`src/logic/epu_pkg.sv`:
```
/*
 * EPU shared definitions
 * Widths, MSR bank map, exception vectors, reset values and packed types
 */
package epu_pkg;

   // Widths
   localparam int DW            = 32;
   localparam int INSN_LEN_LOG2 = 2;
   localparam int PC_W          = DW - INSN_LEN_LOG2;
   localparam int PSR_DW        = 10;
   localparam int PSR_FLAGS_W   = 4;
   localparam int BANK_AW       = 4;
   localparam int BANK_OFF_AW   = 9;
   localparam int SR_NUM        = 4;
   localparam int EXCP_VECT_W   = 8;

   typedef logic [DW-1:0]     data_t;
   typedef logic [PC_W-1:0]   pc_t;
   typedef logic [SR_NUM-1:0] sr_sel_t;

   typedef struct packed {
      logic                   dce;
      logic                   ice;
      logic                   dmme;
      logic                   imme;
      logic                   ire;
      logic                   rm;
      logic [PSR_FLAGS_W-1:0] flags;
   } psr_t;

   typedef struct packed {
      logic eret;
      logic esyscall;
      logic einsn;
      logic eipf;
      logic eitm;
      logic eirq;
   } fe_t;

   typedef struct packed {
      logic rmsr;
      logic wmsr;
   } epu_opc_t;

   typedef struct packed {
      logic psr;
      logic epc;
      logic epsr;
      logic elsa;
      logic evect;
      logic sr;
   } wmsr_we_t;

   // Bank numbers
   localparam logic [BANK_AW-1:0] BANK_PS = 4'd0;
   localparam logic [BANK_AW-1:0] BANK_SR = 4'd8;

   // One offset bit per register in the PS bank
   localparam int OFF_PSR    = 0;
   localparam int OFF_CPUID  = 1;
   localparam int OFF_EPSR   = 2;
   localparam int OFF_EPC    = 3;
   localparam int OFF_ELSA   = 4;
   localparam int OFF_EVECT  = 5;
   localparam int OFF_COREID = 6;

   localparam data_t CPUID_VAL  = 32'h4550_0100;
   localparam data_t COREID_VAL = 32'h0000_0001;

   // Low vector bits per cause
   localparam logic [EXCP_VECT_W-1:0] VEC_EINSN    = 8'h04;
   localparam logic [EXCP_VECT_W-1:0] VEC_EITM     = 8'h08;
   localparam logic [EXCP_VECT_W-1:0] VEC_EIPF     = 8'h0C;
   localparam logic [EXCP_VECT_W-1:0] VEC_ESYSCALL = 8'h10;
   localparam logic [EXCP_VECT_W-1:0] VEC_EIRQ     = 8'h14;
   localparam logic [EXCP_VECT_W-1:0] VEC_EDTM     = 8'h18;
   localparam logic [EXCP_VECT_W-1:0] VEC_EDPF     = 8'h1C;
   localparam logic [EXCP_VECT_W-1:0] VEC_EALIGN   = 8'h20;

   // Core comes up in root mode
   localparam psr_t PSR_RST = '{rm: 1'b1, default: '0};

endpackage

```
`src/logic/epu_commit_if.sv`:
```
/*
 * EPU commit bundle
 * Item held in the decode stage register and consumed by the commit stage
 */
`timescale 1ns/100ps

interface epu_commit_if;
   import epu_pkg::*;

   logic     valid;
   // Flags already qualified by valid
   fe_t      fe;
   wmsr_we_t we;
   sr_sel_t  sr_sel;
   data_t    wdat;
   pc_t      pc;
   pc_t      npc;

   modport decode (
      output valid, fe, we, sr_sel, wdat, pc, npc
   );

   modport commit (
      input  valid, fe, we, sr_sel, wdat, pc, npc
   );

endinterface

```
`src/logic/epu_msr_if.sv`:
```
/*
 * EPU MSR bundle
 * Register state from the bank and write strobes from the commit stage
 */
`timescale 1ns/100ps

interface epu_msr_if;
   import epu_pkg::*;

   // Bank state
   psr_t    psr;
   psr_t    epsr;
   data_t   epc;
   data_t   elsa;
   data_t   evect;
   data_t   sr [SR_NUM];

   // Write strobes and next values
   logic    psr_we;
   logic    epsr_we;
   logic    evect_we;
   sr_sel_t sr_we;
   data_t   wmsr_dat;
   logic    epc_we;
   data_t   epc_nxt;
   logic    elsa_we;
   data_t   elsa_nxt;
   logic    save;
   logic    restore;

   modport bank (
      output psr, epsr, epc, elsa, evect, sr,
      input  psr_we, epsr_we, evect_we, sr_we, wmsr_dat,
             epc_we, epc_nxt, elsa_we, elsa_nxt, save, restore
   );

   // EVECT is write only from software
   modport reader (
      input  psr, epsr, epc, elsa, sr
   );

   modport writer (
      output psr_we, epsr_we, evect_we, sr_we, wmsr_dat,
             epc_we, epc_nxt, elsa_we, elsa_nxt, save, restore,
      input  epc, evect
   );

endinterface

```
`src/logic/epu_commit_stage.sv`:
```
/*
 * EPU commit stage
 * MSR write strobes, PSR save and restore, pipeline flush and its target
 */
`timescale 1ns/100ps

module epu_commit_stage (
   input  logic           p_ce_s2,
   epu_commit_if.commit   cmt,
   input  logic           s2_edtm,
   input  logic           s2_edpf,
   input  logic           s2_ealign,
   input  epu_pkg::data_t s2_vaddr,
   epu_msr_if.writer      msr,
   output logic           wb_valid,
   output logic           exc_flush,
   output epu_pkg::pc_t   exc_flush_tgt
);
   import epu_pkg::*;

   fe_t      fe;
   wmsr_we_t we;
   logic     edtm;
   logic     edpf;
   logic     ealign;
   logic     data_fault;
   logic     elsa_pc;
   data_t    pc_byte;
   data_t    npc_byte;

   // Vector page of EVECT joined with the cause offset
   function automatic pc_t vec_pc(input data_t evect,
                                  input logic [EXCP_VECT_W-1:0] vec);
      return {evect[DW-1:EXCP_VECT_W], vec[EXCP_VECT_W-1:INSN_LEN_LOG2]};
   endfunction

   // Nothing leaves this stage while it is stalled
   assign fe         = cmt.fe & {$bits(fe_t){p_ce_s2}};
   assign we         = cmt.we & {$bits(wmsr_we_t){p_ce_s2}};
   assign edtm       = p_ce_s2 & s2_edtm;
   assign edpf       = p_ce_s2 & s2_edpf;
   assign ealign     = p_ce_s2 & s2_ealign;
   assign data_fault = edtm | edpf | ealign;
   assign pc_byte    = {cmt.pc, {INSN_LEN_LOG2{1'b0}}};
   assign npc_byte   = {cmt.npc, {INSN_LEN_LOG2{1'b0}}};

   //////////////////////////////////////////////////////////////////////
   // MSR updates

   // Every cause except ERET saves PSR
   assign msr.save     = fe.esyscall | fe.einsn | fe.eipf | fe.eitm | fe.eirq | data_fault;
   assign msr.restore  = fe.eret;
   assign msr.psr_we   = we.psr;
   assign msr.epsr_we  = we.epsr;
   assign msr.evect_we = we.evect;
   assign msr.sr_we    = cmt.sr_sel & {SR_NUM{we.sr}};
   assign msr.wmsr_dat = cmt.wdat;

   // Syscall returns past itself
   assign msr.epc_nxt = we.epc ? cmt.wdat : (fe.esyscall ? npc_byte : pc_byte);
   assign msr.epc_we  = msr.save | we.epc;

   // Fetch side faults and EINSN record the PC in ELSA
   assign elsa_pc      = fe.eitm | fe.eipf | fe.einsn;
   assign msr.elsa_nxt = elsa_pc ? pc_byte : (data_fault ? s2_vaddr : cmt.wdat);
   assign msr.elsa_we  = elsa_pc | data_fault | we.elsa;

   //////////////////////////////////////////////////////////////////////
   // Flush

   // Causes are one-hot
   assign exc_flush_tgt = ({PC_W{fe.einsn}}    & vec_pc(msr.evect, VEC_EINSN))    |
                          ({PC_W{fe.eitm}}     & vec_pc(msr.evect, VEC_EITM))     |
                          ({PC_W{fe.eipf}}     & vec_pc(msr.evect, VEC_EIPF))     |
                          ({PC_W{fe.esyscall}} & vec_pc(msr.evect, VEC_ESYSCALL)) |
                          ({PC_W{fe.eirq}}     & vec_pc(msr.evect, VEC_EIRQ))     |
                          ({PC_W{edtm}}        & vec_pc(msr.evect, VEC_EDTM))     |
                          ({PC_W{edpf}}        & vec_pc(msr.evect, VEC_EDPF))     |
                          ({PC_W{ealign}}      & vec_pc(msr.evect, VEC_EALIGN))   |
                          ({PC_W{fe.eret}}     & msr.epc[DW-1:INSN_LEN_LOG2])     |
                          ({PC_W{we.psr}}      & cmt.npc);

   // A PSR write refetches from the next instruction
   assign exc_flush = (|fe) | data_fault | we.psr;
   assign wb_valid  = cmt.valid & p_ce_s2;

endmodule

```
`src/logic/epu_decode_stage.sv`:
```
/*
 * EPU decode stage
 * MSR address decode, read multiplexer and the stage register
 */
`timescale 1ns/100ps

module epu_decode_stage (
   input  logic              clk,
   input  logic              arst_n,
   input  logic              p_ce_s1,
   input  logic              cmt_valid,
   input  epu_pkg::epu_opc_t cmt_opc,
   input  epu_pkg::fe_t      cmt_fe,
   input  epu_pkg::pc_t      cmt_pc,
   input  epu_pkg::pc_t      cmt_npc,
   input  epu_pkg::data_t    cmt_addr,
   input  epu_pkg::data_t    cmt_wdat,
   epu_msr_if.reader         msr,
   epu_commit_if.decode      cmt,
   output epu_pkg::data_t    wb_dout,
   output logic              wb_dout_sel
);
   import epu_pkg::*;

   logic [BANK_AW-1:0]     bank_num;
   logic [BANK_OFF_AW-1:0] bank_off;
   logic                   bank_ps;
   logic                   bank_sr;
   logic                   wmsr;
   data_t                  dout_ps;
   data_t                  dout_sr;
   data_t                  dout;
   wmsr_we_t               we;

   assign bank_num = cmt_addr[BANK_OFF_AW +: BANK_AW];
   assign bank_off = cmt_addr[BANK_OFF_AW-1:0];
   assign bank_ps  = (bank_num == BANK_PS);
   assign bank_sr  = (bank_num == BANK_SR);

   //////////////////////////////////////////////////////////////////////
   // Read multiplexer

   // PS bank ORs every selected register
   assign dout_ps = ({DW{bank_off[OFF_PSR]}}    & {{(DW-PSR_DW){1'b0}}, msr.psr})  |
                    ({DW{bank_off[OFF_CPUID]}}  & CPUID_VAL)                       |
                    ({DW{bank_off[OFF_EPSR]}}   & {{(DW-PSR_DW){1'b0}}, msr.epsr}) |
                    ({DW{bank_off[OFF_EPC]}}    & msr.epc)                         |
                    ({DW{bank_off[OFF_ELSA]}}   & msr.elsa)                        |
                    ({DW{bank_off[OFF_COREID]}} & COREID_VAL);

   // Lowest selected SR wins
   always_comb
   begin
      dout_sr = '0;
      for (int i = SR_NUM-1; i >= 0; i--)
      begin
         if (bank_off[i])
            dout_sr = msr.sr[i];
      end
   end

   assign dout = ({DW{bank_ps}} & dout_ps) | ({DW{bank_sr}} & dout_sr);

   //////////////////////////////////////////////////////////////////////
   // Write enables

   assign wmsr     = cmt_valid & cmt_opc.wmsr;
   assign we.psr   = wmsr & bank_ps & bank_off[OFF_PSR];
   assign we.epc   = wmsr & bank_ps & bank_off[OFF_EPC];
   assign we.epsr  = wmsr & bank_ps & bank_off[OFF_EPSR];
   assign we.elsa  = wmsr & bank_ps & bank_off[OFF_ELSA];
   assign we.evect = wmsr & bank_ps & bank_off[OFF_EVECT];
   assign we.sr    = wmsr & bank_sr;

   //////////////////////////////////////////////////////////////////////
   // Stage register

   always_ff @(posedge clk or negedge arst_n)
   begin
      if (!arst_n)
      begin
         cmt.valid   <= 1'b0;
         cmt.fe      <= '0;
         cmt.we      <= '0;
         wb_dout_sel <= 1'b0;
      end
      else if (p_ce_s1)
      begin
         cmt.valid   <= cmt_valid;
         cmt.fe      <= cmt_fe & {$bits(fe_t){cmt_valid}};
         cmt.we      <= we;
         wb_dout_sel <= cmt_valid & cmt_opc.rmsr;
      end
   end

   always_ff @(posedge clk)
   begin
      if (p_ce_s1)
      begin
         cmt.sr_sel <= bank_off[SR_NUM-1:0];
         cmt.wdat   <= cmt_wdat;
         cmt.pc     <= cmt_pc;
         cmt.npc    <= cmt_npc;
         wb_dout    <= dout;
      end
   end

endmodule

```
`src/logic/epu_msr_bank.sv`:
```
/*
 * EPU processor status bank
 * PSR, EPSR, EPC, ELSA, EVECT and scratch registers
 */
`timescale 1ns/100ps

module epu_msr_bank (
   input  logic          clk,
   input  logic          arst_n,
   epu_msr_if.bank       msr,
   output epu_pkg::psr_t psr
);
   import epu_pkg::*;

   //////////////////////////////////////////////////////////////////////
   // PSR and EPSR

   always_ff @(posedge clk or negedge arst_n)
   begin
      if (!arst_n)
         msr.psr <= PSR_RST;
      else if (msr.save)
      begin
         // Enter root mode with IRQs and MMUs off
         msr.psr.rm   <= 1'b1;
         msr.psr.ire  <= 1'b0;
         msr.psr.imme <= 1'b0;
         msr.psr.dmme <= 1'b0;
      end
      else if (msr.restore)
         msr.psr <= msr.epsr;
      else if (msr.psr_we)
         msr.psr[PSR_DW-1:PSR_FLAGS_W] <= msr.wmsr_dat[PSR_DW-1:PSR_FLAGS_W];
   end

   always_ff @(posedge clk or negedge arst_n)
   begin
      if (!arst_n)
         msr.epsr <= '0;
      else if (msr.save)
         msr.epsr <= msr.psr;
      else if (msr.epsr_we)
         msr.epsr <= msr.wmsr_dat[PSR_DW-1:0];
   end

   //////////////////////////////////////////////////////////////////////
   // Exception address registers

   always_ff @(posedge clk or negedge arst_n)
   begin
      if (!arst_n)
      begin
         msr.epc   <= '0;
         msr.elsa  <= '0;
         msr.evect <= '0;
      end
      else
      begin
         if (msr.epc_we)
            msr.epc <= msr.epc_nxt;
         if (msr.elsa_we)
            msr.elsa <= msr.elsa_nxt;
         if (msr.evect_we)
            msr.evect <= msr.wmsr_dat;
      end
   end

   // Scratch registers
   always_ff @(posedge clk or negedge arst_n)
   begin
      if (!arst_n)
      begin
         for (int i = 0; i < SR_NUM; i++)
            msr.sr[i] <= '0;
      end
      else
      begin
         for (int i = 0; i < SR_NUM; i++)
         begin
            if (msr.sr_we[i])
               msr.sr[i] <= msr.wmsr_dat;
         end
      end
   end

   assign psr = msr.psr;

endmodule

```
`src/logic/epu_top.sv`:
```
/*
 * EPU top level
 * Decode stage, commit stage and status bank
 */
`timescale 1ns/100ps

module epu_top (
   input  logic              clk,
   input  logic              arst_n,
   input  logic              p_ce_s1,
   input  logic              p_ce_s2,
   input  logic              cmt_valid,
   input  epu_pkg::epu_opc_t cmt_opc,
   input  epu_pkg::fe_t      cmt_fe,
   input  epu_pkg::pc_t      cmt_pc,
   input  epu_pkg::pc_t      cmt_npc,
   input  epu_pkg::data_t    cmt_addr,
   input  epu_pkg::data_t    cmt_wdat,
   input  logic              s2_edtm,
   input  logic              s2_edpf,
   input  logic              s2_ealign,
   input  epu_pkg::data_t    s2_vaddr,
   output epu_pkg::data_t    wb_dout,
   output logic              wb_dout_sel,
   output logic              wb_valid,
   output logic              exc_flush,
   output epu_pkg::pc_t      exc_flush_tgt,
   output epu_pkg::psr_t     msr_psr
);

   epu_msr_if    i_msr_if ();
   epu_commit_if i_cmt_if ();

   epu_decode_stage i_decode (
      .clk         (clk),
      .arst_n      (arst_n),
      .p_ce_s1     (p_ce_s1),
      .cmt_valid   (cmt_valid),
      .cmt_opc     (cmt_opc),
      .cmt_fe      (cmt_fe),
      .cmt_pc      (cmt_pc),
      .cmt_npc     (cmt_npc),
      .cmt_addr    (cmt_addr),
      .cmt_wdat    (cmt_wdat),
      .msr         (i_msr_if.reader),
      .cmt         (i_cmt_if.decode),
      .wb_dout     (wb_dout),
      .wb_dout_sel (wb_dout_sel)
   );

   epu_commit_stage i_commit (
      .p_ce_s2       (p_ce_s2),
      .cmt           (i_cmt_if.commit),
      .s2_edtm       (s2_edtm),
      .s2_edpf       (s2_edpf),
      .s2_ealign     (s2_ealign),
      .s2_vaddr      (s2_vaddr),
      .msr           (i_msr_if.writer),
      .wb_valid      (wb_valid),
      .exc_flush     (exc_flush),
      .exc_flush_tgt (exc_flush_tgt)
   );

   epu_msr_bank i_bank (
      .clk    (clk),
      .arst_n (arst_n),
      .msr    (i_msr_if.bank),
      .psr    (msr_psr)
   );

endmodule

```
`config.mk`:
```
export PLATFORM = sky130hd
export DESIGN_NAME = epu_top
export DESIGN_NICKNAME = d
export VERILOG_FILES = /design/src/logic/epu_pkg.sv /design/src/logic/epu_commit_if.sv /design/src/logic/epu_msr_if.sv /design/src/logic/epu_commit_stage.sv /design/src/logic/epu_decode_stage.sv /design/src/logic/epu_msr_bank.sv /design/src/logic/epu_top.sv
export SDC_FILE = /design/constraint.sdc
export NUM_CORES = 1
export LEC_CHECK = 0
export BUFFER_PORTS_ARGS = -buffer_cell sky130_fd_sc_hd__buf_4
export CAP_MARGIN = 10
export CORE_ASPECT_RATIO = 2
export CORE_MARGIN = 2
export CORE_UTILIZATION = 50
export CTS_BUF_LIST = sky130_fd_sc_hd__clkbuf_4 sky130_fd_sc_hd__clkbuf_8
export DETAILED_ROUTE_END_ITERATION = 12
export PLACE_DENSITY = 0.71
export REMOVE_ABC_BUFFERS = 1
export SYNTH_ARGS = -nofsm -noshare
export SYNTH_HDL_FRONTEND = slang
export SYNTH_SLANG_ARGS = --single-unit
export TNS_END_PERCENT = 100
```
`constraint.sdc`:
```
create_clock -name clk -period 5.91 [get_ports clk]
set_input_delay 0.2955 -clock clk [delete_from_list [all_inputs] [get_ports clk]]
set_output_delay 0.2955 -clock clk [all_outputs]
set_load 0.02 [all_outputs]
```
==> results.sh <==
export IMPL_syn_area_per_cell_sq_um=12.3
export IMPL_portBuffers=225
export IMPL_place_hpwl_mm=28.5
export IMPL_syn2layout_area_growth_pct=25.0
export IMPL_drt_first_pass_iters=7
export IMPL_grt_start_max_net_pins=115
export IMPL_ys_top_cells_by_area="dfrtp_1, edfxtp_1, mux2_2"
export IMPL_grt_setup_unrepaired="false"
export IMPL_die_h_um=263
export IMPL_numCtsBuffers=53
export IMPL_cts_sinks=378
export IMPL_required_ns=5.61
export IMPL_synthFlopType="dfrtp_1"
export IMPL_period_minus_slack_ns=4.10
export IMPL_initial_utilization_pct=50.8
export IMPL_insertion_delay_ns=0.62
export IMPL_antenna_found_initial=1
export IMPL_fp_dieW_um=133
export IMPL_p_leak_nw=8.88
export IMPL_yosysMostFrequentCell="dfrtp_1"
export IMPL_nNetsFinal=1821
export IMPL_yosys_area_share_simple_pct=8.94
export IMPL_outcome="finished, final reports clean"
export IMPL_gp_congestion=0.786
export IMPL_critPathCaptureType="output port"
export IMPL_drive_above_1_share_pct=30.3
export IMPL_powerDensity_nw_per_um2=299
export IMPL_ant_nets=0
export IMPL_clockBufferDepth=3
export IMPL_clock_fmax_ghz=0.244
export IMPL_grt_pass1_wl_mm=77.9
export IMPL_worst_slew_pin_slew_ns=1.22
export IMPL_maxCapViolCount=0
export IMPL_path_class="reg2out"
export IMPL_final_util_pct=63.5
export IMPL_synth_edf_count=128
export IMPL_synthArstFlopShare_pct=66.1
export IMPL_critPathMaxFanout=33
export IMPL_max_vdd_ir_drop_v=0.000228
export IMPL_yosysTopAreaCell="dfrtp_1"
export IMPL_synth_top_family_by_area="compound AO/OA/AOI/OAI gates"
export IMPL_finalCritPeriodShare_pct=69.4
export IMPL_drt_iter0_drc=1112
export IMPL_nFillCells=2538
export IMPL_wl_per_cell_um=23.8
export IMPL_stdcell_count=2124
export IMPL_syn_inst=1359
export IMPL_tns_ns=0
export IMPL_synth_top_area_share_pct=37.2
export IMPL_skew_ns=0.0365
export IMPL_setup_slack_ns=1.81
export IMPL_muxShareOfSynthArea_pct=13.0
export IMPL_finalHoldViolCount=0
export IMPL_hold_path_class="in2reg"
export IMPL_synth_compound_area_share_pct=14.4
export IMPL_ctsRootBufferMaster="clkbuf_8"
export IMPL_cts_resized=0
export IMPL_syn_area_sq_um=16700
export IMPL_slew_viol_final=0
export IMPL_maxSlewHeadroom_pct=18.3
export IMPL_wl_mm=50.6
export IMPL_synth_xor_area_share_pct=0
export IMPL_dpl_worst_slack_ns=2.45
export IMPL_overflow=0
export IMPL_core_area_sq_um=32900
export IMPL_yosys_area_share_adder_pct=0
export IMPL_dp_cells=1907
export IMPL_pin_count=247
export IMPL_vias=13200
export IMPL_synth_sequential_area_ratio_pct=60.4
export IMPL_fin_total_pwr_mw=6.25
export IMPL_clk_pin_slew_ns=0.07
export IMPL_synth_warnings=0
export IMPL_setup_viol=0
export IMPL_vias_per_cell=6.20
export IMPL_drc_errors=0
export IMPL_synth_commonest_cells="dfrtp_1, mux2_2, edfxtp_1"
export IMPL_grt_pass1_vias=13800
export IMPL_cts_max_level=2
export IMPL_worst_ep_arrival_time_ns=3.81
export IMPL_dieArea_sq_um=35000
export IMPL_cp_start_kind="register"
export IMPL_cts_tree="done"
export IMPL_yosysUniqueCellTypes=40
export IMPL_ys_ff_latch=378
export IMPL_rows=94
export IMPL_grt_usage_pct=28.9
[layer usage]
metal / GRT usage [%] / up-vias / part of all wire (%)
met3: 4.71 / 165 / 6.8
met1: 33.2 / 6638 / 36
li1: - / 5729 / -
met2: 51.4 / 641 / 52
met5: 0 / - / 0
met4: 15.1 / 0 / 5.2
[path summary, 6_finish.rpt]
check / depth (start not counted) / start / slack [ns] / end
min in group asynchronous: 2 / arst_n / 0.34 / i_bank.msr.epc[15]$_DFFE_PN0P_
max reg2reg: 4 / i_decode.cmt.fe[1]$_DFFE_PN0P_ / 2.54 / i_bank.msr.psr[1]$_DFFE_PN0P_
max in group asynchronous: 3 / arst_n / 4.00 / i_decode.cmt.we[2]$_DFFE_PN0P_
min: 3 / s2_vaddr[25] / 0.03 / i_bank.msr.elsa[25]$_DFFE_PN0P_
min reg2reg: 1 / i_bank.msr.sr[94]$_DFFE_PN0P_ / 0.50 / i_bank.msr.sr[94]$_DFFE_PN0P_
max: 5 / i_decode.cmt.fe[1]$_DFFE_PN0P_ / 1.81 / exc_flush_tgt[29]
[power by group]
part / switching (mW) / internal [mW]
clock: 0.998 / 1.10
sequential: 0.215 / 3.04
combinational: 0.447 / 0.452
[kinds of logic (layout without fill, tap and decap cells)]
kind of cell / Yosys count / after routing
other cells: 0 / 1
compound gates: 346 / 346
buf+inv: 137 / 469
mux: 197 / 197
flops: 378 / 378
simple gates: 301 / 301
[sequential cells by signal, indices dropped and copies added, names as in the netlist]
name and flops:
i_decode.wb_dout_sel 1, i_decode.cmt.valid 1, i_decode.cmt.npc 30, i_decode.cmt.we 6, i_bank.msr.epsr 10, i_bank.msr.epc 32, i_decode.cmt.wdat 32, i_decode.cmt.sr_sel 4
i_bank.msr.elsa 32, i_bank.msr.evect 24, i_decode.wb_dout 32, i_decode.cmt.pc 30, i_bank.msr.psr 10, i_bank.msr.sr 128, i_decode.cmt.fe 6
[per-stage QoR]
step	hold WS [ns]	instance area (sq um)
6_report	0.0342	20900
5_1_grt	0.0236	20900
4_1_cts	0.000855	20900
3_5_place_dp	0.436	18700
3_3_place_gp	0.426	18700
2_1_floorplan	-0.0000911	16200
[critical path: stages (launching register included)]
cell and delay [ns]:
dfrtp_1 0.42, or3_2 0.92, or3_2 0.99, a222oi_1 0.57
nor2_1 0.11, buf_4 0.18
[repair_timing]
action                                 in CTS  in global routing
endpoints found under the hold margin     226                  0
setup buffers                               0                  0
hold buffers                              119                  0
setup endpoints to repair                   0                  0
[layout by cell type (no fill, tap or decap), drive strengths merged, types with 3 or more instances in the layout]
cell type    instances
dfrtp              249
buf                239
mux2               157
edfxtp             128
dlygate4sd3        119
a22oi               98
a21oi               84
nor2                84
nand3               78
clkbuf              78
o21ai               58
nand2               54
mux2i               40
o211ai              36
or3                 36
nand3b              32
a221o               31
a222oi              26
clkinv              16
inv                 13
a221oi               7
nor3                 4
nor2b                3
[area by class of cell]
class | count | area, sq um | share of cell area (%)
diodes | 1 | 2.50 | 0.0120
clock buffers | 78 | 936 | 4.47
clock inverters | 19 | 140 | 0.670
inverters | 14 | 53.8 | 0.257
multi-input cells | 844 | 6150 | 29.4
flip-flops and latches | 378 | 10100 | 48.3
well taps | 432 | 541 | 2.58
repair buffers | 358 | 3000 | 14.3
Note: power is estimated with default switching activity, not from simulation.
